### src/cache_settings.svh
// cache settings: geometry of the 4-way cache and depth of the request queue
`ifndef CACHE_SETTINGS_SVH
`define CACHE_SETTINGS_SVH

// associativity, the pseudo-LRU tree only covers 4
`define CACHE_WAYS 4

// number of sets, one word per line
`define CACHE_SETS 16

// word address width on the CPU and memory ports
`define ADDR_W 16

// data word width
`define DATA_W 32

// entries in the request FIFO between intake and controller
`define QUEUE_DEPTH 4

`endif

### src/cache_geom_pkg.sv
// cache geometry package: storage types for tags, set index, ways and replacement bits
package cache_geom_pkg;

`include "cache_settings.svh"

    // set index, low address bits
    typedef logic [$clog2(`CACHE_SETS)-1:0] index_t;

    // tag, the address bits above the index
    typedef logic [`ADDR_W-$clog2(`CACHE_SETS)-1:0] tag_t;

    // way number inside a set
    typedef logic [$clog2(`CACHE_WAYS)-1:0] way_t;

    typedef logic [`CACHE_WAYS-1:0] way_mask_t; // one bit per way

    // tree pseudo-LRU state of one set
    // root 1 means the left pair was used last, so the victim is on the right
    typedef struct packed {
        logic root;
        logic left;  // 1 after way 0, 0 after way 1
        logic right; // 1 after way 2, 0 after way 3
    } plru_bits_t;

endpackage

### src/cache_txn_pkg.sv
// cache transaction package: opcode, address, data and the queued request record
package cache_txn_pkg;

`include "cache_settings.svh"

    typedef enum logic {
        op_read  = 1'b0,
        op_write = 1'b1
    } cache_op_t;

    typedef logic [`ADDR_W-1:0] addr_t; // word address

    typedef logic [`DATA_W-1:0] data_t;

    // one CPU request as it sits in the queue
    // wdata is don't care for reads
    typedef struct packed {
        cache_op_t op;
        addr_t     addr;
        data_t     wdata;
    } cache_req_t;

endpackage

### src/cache_req_if.sv
// request interface: four-phase req/ack handshake carrying one cache request
`timescale 1ns/100ps

interface cache_req_if
    import cache_txn_pkg::*;
();

    logic      req;   // held until ack is seen
    logic      ack;   // held until req falls
    cache_op_t op;
    addr_t     addr;
    data_t     wdata;

    // producer side, payload stable while req is high
    modport src (
        output req,
        output op,
        output addr,
        output wdata,
        input  ack
    );

    // consumer side
    modport dst (
        input  req,
        input  op,
        input  addr,
        input  wdata,
        output ack
    );

endinterface

### src/cache_ctrl.sv
// cache controller: tag and data arrays, hit check, read miss fill and write-through
`timescale 1ns/100ps

`include "cache_settings.svh"

module cache_ctrl
    import cache_geom_pkg::*, cache_txn_pkg::*;
(
    input  logic     clk,
    input  logic     rst_n,
    cache_req_if.dst req,
    output logic     rsp_req,
    input  logic     rsp_ack,
    output data_t    rsp_rdata,
    output logic     rsp_hit,
    output logic     mem_req,
    input  logic     mem_ack,
    output logic     mem_we,
    output addr_t    mem_addr,
    output data_t    mem_wdata,
    input  data_t    mem_rdata
);

    typedef enum logic [1:0] {st_idle, st_lookup, st_mem_access, st_respond} state_t;

    state_t     state;
    logic       req_ack;
    logic       rsp_done; // rsp_ack seen, waiting for it to fall
    logic       hit_q;
    data_t      rdata_q;
    cache_req_t cur_q;
    way_t       fill_way_q;

    way_mask_t  valid    [`CACHE_SETS];
    tag_t       tag_arr  [`CACHE_SETS][`CACHE_WAYS];
    data_t      data_arr [`CACHE_SETS][`CACHE_WAYS];

    index_t     cur_index;
    tag_t       cur_tag;
    way_mask_t  hit_mask;
    logic       hit;
    way_t       hit_way;
    logic       has_invalid;
    way_t       invalid_way;
    way_t       victim;
    logic       start;
    logic       fill_en;
    logic       touch;
    way_t       touch_way;

    assign cur_index = index_t'(cur_q.addr);
    assign cur_tag   = tag_t'(cur_q.addr >> $bits(index_t));

    // tag compare and lowest invalid way
    always_comb begin
        hit_way     = '0;
        invalid_way = '0;
        has_invalid = 1'b0;
        for (int w = 0; w < `CACHE_WAYS; w++) begin
            hit_mask[w] = valid[cur_index][w] && (tag_arr[cur_index][w] == cur_tag);
        end
        for (int w = `CACHE_WAYS - 1; w >= 0; w--) begin
            if (hit_mask[w]) hit_way = way_t'(w);
            if (!valid[cur_index][w]) begin
                invalid_way = way_t'(w); // lowest wins
                has_invalid = 1'b1;
            end
        end
    end

    assign hit     = |hit_mask;
    assign start   = (state == st_idle) && req.req && !req_ack;
    assign fill_en = (state == st_mem_access) && mem_req && mem_ack && (cur_q.op == op_read);

    // touch on any hit, and on the fill of a read miss
    assign touch     = ((state == st_lookup) && hit) || fill_en;
    assign touch_way = (state == st_lookup) ? hit_way : fill_way_q;

    plru_tree u_plru (
        .clk         (clk),
        .rst_n       (rst_n),
        .touch       (touch),
        .touch_index (cur_index),
        .touch_way   (touch_way),
        .look_index  (cur_index),
        .victim      (victim)
    );

    // request payload, arrays and read data
    always_ff @(posedge clk) begin
        if (start) begin
            cur_q <= '{op: req.op, addr: req.addr, wdata: req.wdata};
        end
        if (state == st_lookup) begin
            fill_way_q <= has_invalid ? invalid_way : victim;
            if (hit && cur_q.op == op_write) begin
                data_arr[cur_index][hit_way] <= cur_q.wdata; // memory gets it too
            end else if (hit) begin
                rdata_q <= data_arr[cur_index][hit_way];
            end
        end
        if (fill_en) begin
            tag_arr[cur_index][fill_way_q]  <= cur_tag;
            data_arr[cur_index][fill_way_q] <= mem_rdata;
            rdata_q                         <= mem_rdata;
        end
    end

    always_ff @(posedge clk or negedge rst_n) begin
        if (!rst_n) begin
            for (int s = 0; s < `CACHE_SETS; s++) begin
                valid[s] <= '0;
            end
        end else if (fill_en) begin
            valid[cur_index][fill_way_q] <= 1'b1;
        end
    end

    always_ff @(posedge clk or negedge rst_n) begin
        if (!rst_n) begin
            state    <= st_idle;
            req_ack  <= 1'b0;
            rsp_req  <= 1'b0;
            rsp_done <= 1'b0;
            mem_req  <= 1'b0;
            hit_q    <= 1'b0;
        end else begin
            if (start) begin
                req_ack <= 1'b1;
            end else if (req_ack && !req.req) begin
                req_ack <= 1'b0;
            end
            case (state)
                st_idle: if (start) state <= st_lookup;
                st_lookup: begin
                    hit_q <= hit;
                    if (cur_q.op == op_write || !hit) begin
                        mem_req <= 1'b1;
                        state   <= st_mem_access;
                    end else begin
                        state <= st_respond;
                    end
                end
                st_mem_access: begin
                    if (mem_req && mem_ack) begin
                        mem_req <= 1'b0;
                    end else if (!mem_req && !mem_ack) begin
                        state <= st_respond;
                    end
                end
                st_respond: begin
                    if (!rsp_req && !rsp_done) begin
                        rsp_req <= 1'b1; // two cycles after ack on a hit
                    end else if (rsp_req && rsp_ack) begin
                        rsp_req  <= 1'b0;
                        rsp_done <= 1'b1;
                    end else if (rsp_done && !rsp_ack) begin
                        rsp_done <= 1'b0;
                        state    <= st_idle;
                    end
                end
                default: state <= st_idle;
            endcase
        end
    end

    assign req.ack   = req_ack;
    assign rsp_rdata = rdata_q;
    assign rsp_hit   = hit_q;
    assign mem_we    = (cur_q.op == op_write);
    assign mem_addr  = cur_q.addr;
    assign mem_wdata = cur_q.wdata;

    // fills only go to a way that missed, so a tag never sits twice in a set
    a_one_hit: assert property (@(posedge clk) disable iff (!rst_n)
        (state == st_lookup) |-> $onehot0(hit_mask));

endmodule

### src/cache_top.sv
// cache top level: CPU intake, request queue and cache controller on plain ports
`timescale 1ns/100ps

module cache_top
    import cache_txn_pkg::*;
(
    input  logic      clk,
    input  logic      rst_n,
    input  logic      cpu_req,
    output logic      cpu_ack,
    input  cache_op_t cpu_op,
    input  addr_t     cpu_addr,
    input  data_t     cpu_wdata,
    output logic      rsp_req,
    input  logic      rsp_ack,
    output data_t     rsp_rdata,
    output logic      rsp_hit,
    output logic      mem_req,
    input  logic      mem_ack,
    output logic      mem_we,
    output addr_t     mem_addr,
    output data_t     mem_wdata,
    input  data_t     mem_rdata
);

    cache_req_if in_if ();  // intake to queue
    cache_req_if out_if (); // queue to controller

    req_intake u_intake (
        .clk       (clk),
        .rst_n     (rst_n),
        .cpu_req   (cpu_req),
        .cpu_ack   (cpu_ack),
        .cpu_op    (cpu_op),
        .cpu_addr  (cpu_addr),
        .cpu_wdata (cpu_wdata),
        .q         (in_if.src)
    );

    req_queue u_queue (
        .clk   (clk),
        .rst_n (rst_n),
        .push  (in_if.dst),
        .pop   (out_if.src)
    );

    cache_ctrl u_ctrl (
        .clk       (clk),
        .rst_n     (rst_n),
        .req       (out_if.dst),
        .rsp_req   (rsp_req),
        .rsp_ack   (rsp_ack),
        .rsp_rdata (rsp_rdata),
        .rsp_hit   (rsp_hit),
        .mem_req   (mem_req),
        .mem_ack   (mem_ack),
        .mem_we    (mem_we),
        .mem_addr  (mem_addr),
        .mem_wdata (mem_wdata),
        .mem_rdata (mem_rdata)
    );

endmodule

### src/plru_tree.sv
// tree pseudo-LRU: three bits per set, updated on access, victim way read per set
`timescale 1ns/100ps

`include "cache_settings.svh"

module plru_tree
    import cache_geom_pkg::*;
(
    input  logic   clk,
    input  logic   rst_n,
    input  logic   touch,
    input  index_t touch_index,
    input  way_t   touch_way,
    input  index_t look_index,
    output way_t   victim
);

    plru_bits_t bits [`CACHE_SETS];
    plru_bits_t look_bits;

    always_ff @(posedge clk or negedge rst_n) begin
        if (!rst_n) begin
            for (int s = 0; s < `CACHE_SETS; s++) begin
                bits[s] <= '0;
            end
        end else if (touch) begin
            // point the tree away from the way just used
            case (touch_way)
                2'd0: begin
                    bits[touch_index].root <= 1'b1;
                    bits[touch_index].left <= 1'b1;
                end
                2'd1: begin
                    bits[touch_index].root <= 1'b1;
                    bits[touch_index].left <= 1'b0;
                end
                2'd2: begin
                    bits[touch_index].root  <= 1'b0;
                    bits[touch_index].right <= 1'b1;
                end
                default: begin
                    bits[touch_index].root  <= 1'b0;
                    bits[touch_index].right <= 1'b0;
                end
            endcase
        end
    end

    assign look_bits = bits[look_index];

    always_comb begin
        if (!look_bits.root) begin
            victim = look_bits.left ? 2'd1 : 2'd0; // left pair
        end else begin
            victim = look_bits.right ? 2'd3 : 2'd2; // right pair
        end
    end

endmodule

### src/req_intake.sv
// request intake: captures a CPU request and forwards it over the internal handshake
`timescale 1ns/100ps

module req_intake
    import cache_txn_pkg::*;
(
    input  logic      clk,
    input  logic      rst_n,
    input  logic      cpu_req,
    output logic      cpu_ack,
    input  cache_op_t cpu_op,
    input  addr_t     cpu_addr,
    input  data_t     cpu_wdata,
    cache_req_if.src  q
);

    typedef enum logic {cpu_idle, cpu_acked} cpu_state_t;
    typedef enum logic [1:0] {fwd_idle, fwd_req, fwd_drain} fwd_state_t;

    cpu_state_t cpu_state;
    fwd_state_t fwd_state;
    cache_req_t hold_q; // the one buffered request
    logic       capture;

    // holding register is empty only while the forward side is idle
    assign capture = cpu_req && (cpu_state == cpu_idle) && (fwd_state == fwd_idle);

    always_ff @(posedge clk) begin
        if (capture) begin
            hold_q <= '{op: cpu_op, addr: cpu_addr, wdata: cpu_wdata};
        end
    end

    // CPU side handshake
    always_ff @(posedge clk or negedge rst_n) begin
        if (!rst_n) begin
            cpu_state <= cpu_idle;
        end else begin
            case (cpu_state)
                cpu_idle:  if (capture) cpu_state <= cpu_acked;
                cpu_acked: if (!cpu_req) cpu_state <= cpu_idle; // ack falls a cycle later
                default:   cpu_state <= cpu_idle;
            endcase
        end
    end

    // forward handshake towards the queue
    always_ff @(posedge clk or negedge rst_n) begin
        if (!rst_n) begin
            fwd_state <= fwd_idle;
        end else begin
            case (fwd_state)
                fwd_idle:  if (capture) fwd_state <= fwd_req;
                fwd_req:   if (q.ack) fwd_state <= fwd_drain;
                fwd_drain: if (!q.ack) fwd_state <= fwd_idle; // register free again
                default:   fwd_state <= fwd_idle;
            endcase
        end
    end

    assign cpu_ack = (cpu_state == cpu_acked);

    assign q.req   = (fwd_state == fwd_req);
    assign q.op    = hold_q.op;
    assign q.addr  = hold_q.addr;
    assign q.wdata = hold_q.wdata;

    // req stays up with the same payload until the queue acks
    a_fwd_stable: assert property (@(posedge clk) disable iff (!rst_n)
        (q.req && !q.ack) |=> (q.req && $stable({q.op, q.addr, q.wdata})));

endmodule

### src/req_queue.sv
// request queue holding cache requests in a circular FIFO with four-phase ports on both sides
`timescale 1ns/100ps

`include "cache_settings.svh"

module req_queue
    import cache_txn_pkg::*;
(
    input  logic     clk,
    input  logic     rst_n,
    cache_req_if.dst push,
    cache_req_if.src pop
);

    typedef logic [$clog2(`QUEUE_DEPTH)-1:0] ptr_t;
    typedef logic [$clog2(`QUEUE_DEPTH+1)-1:0] cnt_t;

    typedef enum logic {push_idle, push_acked} push_state_t;
    typedef enum logic [1:0] {pop_idle, pop_req, pop_drain} pop_state_t;

    cache_req_t  fifo [`QUEUE_DEPTH];
    ptr_t        wr_ptr;
    ptr_t        rd_ptr;
    cnt_t        count;
    push_state_t push_state;
    pop_state_t  pop_state;
    logic        full;
    logic        wr_en;
    logic        rd_en;

    assign full  = (count == cnt_t'(`QUEUE_DEPTH));
    assign wr_en = (push_state == push_idle) && push.req && !full; // ack rises with the write
    assign rd_en = (pop_state == pop_req) && pop.ack;              // pop on the controller's ack

    always_ff @(posedge clk) begin
        if (wr_en) begin
            fifo[wr_ptr] <= '{op: push.op, addr: push.addr, wdata: push.wdata};
        end
    end

    always_ff @(posedge clk or negedge rst_n) begin
        if (!rst_n) begin
            wr_ptr <= '0;
            rd_ptr <= '0;
            count  <= '0;
        end else begin
            if (wr_en) begin
                wr_ptr <= (wr_ptr == ptr_t'(`QUEUE_DEPTH - 1)) ? '0 : wr_ptr + 1'b1;
            end
            if (rd_en) begin
                rd_ptr <= (rd_ptr == ptr_t'(`QUEUE_DEPTH - 1)) ? '0 : rd_ptr + 1'b1;
            end
            case ({wr_en, rd_en})
                2'b10:   count <= count + 1'b1;
                2'b01:   count <= count - 1'b1;
                default: count <= count;
            endcase
        end
    end

    // write side handshake with ack withheld while full
    always_ff @(posedge clk or negedge rst_n) begin
        if (!rst_n) begin
            push_state <= push_idle;
        end else begin
            case (push_state)
                push_idle:  if (wr_en) push_state <= push_acked;
                push_acked: if (!push.req) push_state <= push_idle;
                default:    push_state <= push_idle;
            endcase
        end
    end

    // read side
    always_ff @(posedge clk or negedge rst_n) begin
        if (!rst_n) begin
            pop_state <= pop_idle;
        end else begin
            case (pop_state)
                pop_idle:  if (count != '0) pop_state <= pop_req;
                pop_req:   if (pop.ack) pop_state <= pop_drain;
                pop_drain: if (!pop.ack) pop_state <= pop_idle;
                default:   pop_state <= pop_idle;
            endcase
        end
    end

    assign push.ack  = (push_state == push_acked);

    assign pop.req   = (pop_state == pop_req);
    assign pop.op    = fifo[rd_ptr].op; // head entry
    assign pop.addr  = fifo[rd_ptr].addr;
    assign pop.wdata = fifo[rd_ptr].wdata;

    // a write into a full FIFO would push the count past the depth
    a_no_overflow: assert property (@(posedge clk) disable iff (!rst_n)
        count <= cnt_t'(`QUEUE_DEPTH));
    a_no_underflow: assert property (@(posedge clk) disable iff (!rst_n) rd_en |-> (count != '0));

endmodule
### config.mk
export PLATFORM = sky130hd
export DESIGN_NAME = cache_top
export DESIGN_NICKNAME = d
export VERILOG_FILES = /design/src/cache_geom_pkg.sv /design/src/cache_txn_pkg.sv /design/src/cache_req_if.sv /design/src/cache_ctrl.sv /design/src/cache_top.sv /design/src/plru_tree.sv /design/src/req_intake.sv /design/src/req_queue.sv
export VERILOG_INCLUDE_DIRS = /design/src /design/src/src
export SDC_FILE = /design/constraint.sdc
export NUM_CORES = 2
export LEC_CHECK = 0
export BUFFER_PORTS_ARGS = -buffer_cell sky130_fd_sc_hd__buf_2
export CAP_MARGIN = 30
export CORE_MARGIN = 2
export CORE_UTILIZATION = 29
export DETAILED_ROUTE_END_ITERATION = 10
export HOLD_SLACK_MARGIN = 0.1
export SKIP_LAST_GASP = 1
export SLEW_MARGIN = 10
export SYNTH_ARGS = -nofsm -noshare
export SYNTH_HDL_FRONTEND = slang
export SYNTH_SLANG_ARGS = --single-unit
### constraint.sdc
create_clock -name clk -period 5.9 [get_ports clk]
set_input_delay 1.77 -clock clk [delete_from_list [all_inputs] [get_ports clk]]
set_output_delay 1.77 -clock clk [all_outputs]
set_load 0.05 [all_outputs]
==> reports/metrics.csv <==
stage,metric,value,unit
status,status,"complete, no violations",
global_route,grt_pass1_wl,492000,um
sta,setup_violations,0,
yosys,muxShareOfSynthArea,17.8,%
yosys,synth_nets,5906,
yosys,syn_area,128000,sq um
routing,wl,354000,um
layout,multi_input_area,29200,sq um
layout,nets,6429,
yosys,yosys.area_share.xor_xnor,0.424,%
min_path,hold_path_class,reg -> reg,
routing,drtIter0Drc,7821,
sta,max_slew_margin,13.5,%
sta,hold_violations,0,
floorplanning,rows,244,
layout,drive_gt1_share,32.8,%
worst_setup_path,cp.arrival,5.92,ns
clock_tree,clk_latency,0.92,ns
floorplanning,coreArea,441000,sq um
worst_setup_path,worstSetupStartpointType,register,
layout,nFillCells,40800,
global_route,grt_antenna_before_repair,20,
routing,wl_per_cell,28.3,um
global_route,grt_max_degree,138,
clock_tree,cts_sinks,3276,
yosys,ys_top_cells_by_area,"edfxtp_1 74%, mux4_2 15%, dfrtp_1 2.6%",
global_route,grt_pass1_vias,63100,
layout,syn_to_final_growth,17.0,%
sta,timing.final.crit_share,90.5,%
place,hpwl,216000,um
worst_setup_path,cp.required,6.48,ns
sta,rsz0062_at_grt,no,
yosys,synth_cells,5808,
place,io_buffers,170,
yosys,ys_warn_count,0,
yosys,post-synth-top-count-cell,edfxtp_1,
floorplanning,io_pins,171,
sta,timing.fmax,187,MHz
worst_setup_path,cp-end-kind,register,
yosys,synth.distinct_cells,77,
worst_setup_path,crit_type,reg -> reg,
sta,fin_worst_skew,0.0995,ns
sta,finalMaxSlewViolations,0,
yosys,synth_top_family_by_area,multiplexers,
place,post-place-cells,11900,
worst_setup_path,path_max_fanout,32,
floorplanning,initial_core_util,29.1,%
yosys,synth-simple-area-share,2.16,%
yosys,synth_edf_count,3144,
floorplanning,dieArea,447000,sq um
clock_tree,cts_buffers,324,
yosys,synthAdderAreaFrac,0.123,%
pwr,p_leak,47.6,nW
clock_tree,cts_buffer_depth,4,
yosys,syn_area_per_cell,22.1,sq um
clock_tree,cts_resized,0,
clock_tree,cts_setup_buffers,0,
pwr,ir_drop,0.243,mV
yosys,synth_top_area_share,73.7,%
sta,worstMarginPinSlew,1.30,ns
global_route,grt.total_usage,15.4,%
job,max_cap_viol_count,0,
yosys,synth_common_cells,"3144 x edfxtp_1, 874 x mux4_2, 202 x nor2_1",
yosys,synth_seq_cells,3276,
routing,drt-pass1-iter-count,7,
sta,finalCriticalPeriod,5.34,ns
layout,layoutNonFillerInstCount,12500,
routing,ant_nets,0,
floorplanning,fp.dieW,669,um
sta,finalSetupTns,0,ns
global_route,grt.overflow.total,0,
routing,num_vias,63500,
clock_tree,path_clk_slew,0.06,ns
floorplanning,dieHeight,669,um
clock_tree,cts_root_buf,clkbuf_16,
yosys,synth_largest_area_cell,edfxtp_1,
yosys,ys_seq_area_share,76.3,%
yosys,synth_ff_type,edfxtp_1,
clock_tree,cts_tree,built,
clock_tree,htreeDepth,5,
place,gp_congestion,0.827,
pwr,p_per_area,425,nW/um^2
routing,avgViaCountPerCell,5.07,
routing,drcViolationCount,0,
yosys,synth_compound_area_share,1.76,%
clock_tree,ctsHoldBuffers,0,
yosys,ys_async_sr_fraction,4.03,%
layout,seq_area,97700,sq um
[cell families (layout without fill, tap and decap cells)]
kind of cell | Yosys count | count (layout)
and+or+nand+nor | 594 | 594
AOI/OAI and AO/OA | 325 | 325
DFF | 3276 | 3276
adders and majority gates | 12 | 12
other | 0 | 40
xor gates and xnor gates | 62 | 62
muxes | 1163 | 1163
buffers and inverters | 376 | 1158
[per-layer routing]
metal | up-vias | track usage, % | wire length (um)
li1 | 25400 | - | -
met1 | 34400 | 21.1 | 144000
met2 | 3105 | 24.4 | 166000
met3 | 579 | 2.61 | 28700
met4 | 12 | 6.49 | 15600
met5 | - | 0 | 86
[placed cells by master (no fill, tap or decap), types with 13 or more instances in the layout]
cell	instances
diode_2	40
nand2b_1	41
clkinvlp_4	14
o21ai_0	38
or2_2	68
nor2b_1	13
nor2_1	135
clkbuf_16	331
xor2_1	17
mux4_2	874
o22ai_1	15
mux2_2	142
a22oi_1	23
xnor2_1	45
nor2_4	67
a31oi_1	53
buf_2	169
buf_16	19
edfxtp_1	3144
buf_12	77
clkinv_2	52
bufinv_16	30
mux2i_1	141
inv_1	50
nor3_1	48
buf_4	251
clkbuf_1	66
a21oi_1	57
clkbuf_8	14
dfrtp_1	130
nand3_1	14
a22o_1	22
a2bb2oi_1	32
clkinv_1	59
nand2_1	154
[flip-flops by register name, summed over array words and instances (netlist names), 3 cells and up, named ones only]
name / flops
u_ctrl.rsp_rdata: 32
u_intake.q.wdata: 32
u_ctrl.data_arr: 2048
u_intake.q.addr: 16
u_ctrl.valid: 64
u_ctrl.mem_addr: 16
u_ctrl.tag_arr: 768
u_queue.count: 3
u_queue.fifo: 196
u_ctrl.mem_wdata: 32
u_ctrl.u_plru.bits: 32
[final timing paths]
path | from | end | slack [ns] | depth (start not counted)
setup / recovery | u_ctrl.mem_addr[0] | u_ctrl.rsp_rdata[16] | 0.56 | 13
hold / removal | u_intake.q.wdata[30] | u_queue.fifo[1][30] | 0.45 | 0
setup reg to reg | u_ctrl.mem_addr[0] | u_ctrl.rsp_rdata[16] | 0.56 | 13
hold reg to reg | u_intake.q.wdata[30] | u_queue.fifo[1][30] | 0.45 | 0
max in group asynchronous | rst_n | u_ctrl.valid[48] | 4.06 | 2
min in group asynchronous | rst_n | u_ctrl.valid[35] | 0.85 | 1
[power breakdown]
group          internal, W  switching, W  total (W)
clock               0.0118       0.00875     0.0206
sequential          0.0281      0.000595     0.0287
combinational      0.00541       0.00902     0.0144
[final cells by class]
class | count | area share (%)
flip-flops and latches | 3276 | 65.2
multi-input cells | 2156 | 19.5
clock buffers | 411 | 5.82
clock inverters | 174 | 1.15
well taps | 5904 | 4.93
repair buffers | 517 | 3.21
inverters | 56 | 0.140
diodes | 40 | 0.0668
[through the flow]
step	utilization (%)	cell area [sq um]	power (W)	hold WS [ns]	setup WS, ns
final	34.0	150000	0.0637	0.452	0.560
after global placement	31.4	139000	0.0432	0.444	0.277
after global routing	34.0	150000	0.0658	0.480	0.352
after detailed placement	31.6	139000	0.0436	0.449	0.365
after CTS	33.9	150000	0.0641	0.463	0.414
after floorplan	-	128000	0.0379	0.425	0.0250
[critical path: stages (launching register included)]
cell       delay (ns)
edfxtp_1         0.40
buf_12           0.24
buf_12           0.26
mux4_1           0.62
a22o_1           0.21
or3_1            0.31
a211oi_1         0.38
a22oi_1          0.33
a2111o_1         0.53
nand2_1          0.15
or3_2            0.18
buf_12           0.22
a2bb2oi_1        0.76
a31oi_1          0.36
No activity file was read; power rests on OpenSTA's default activity.
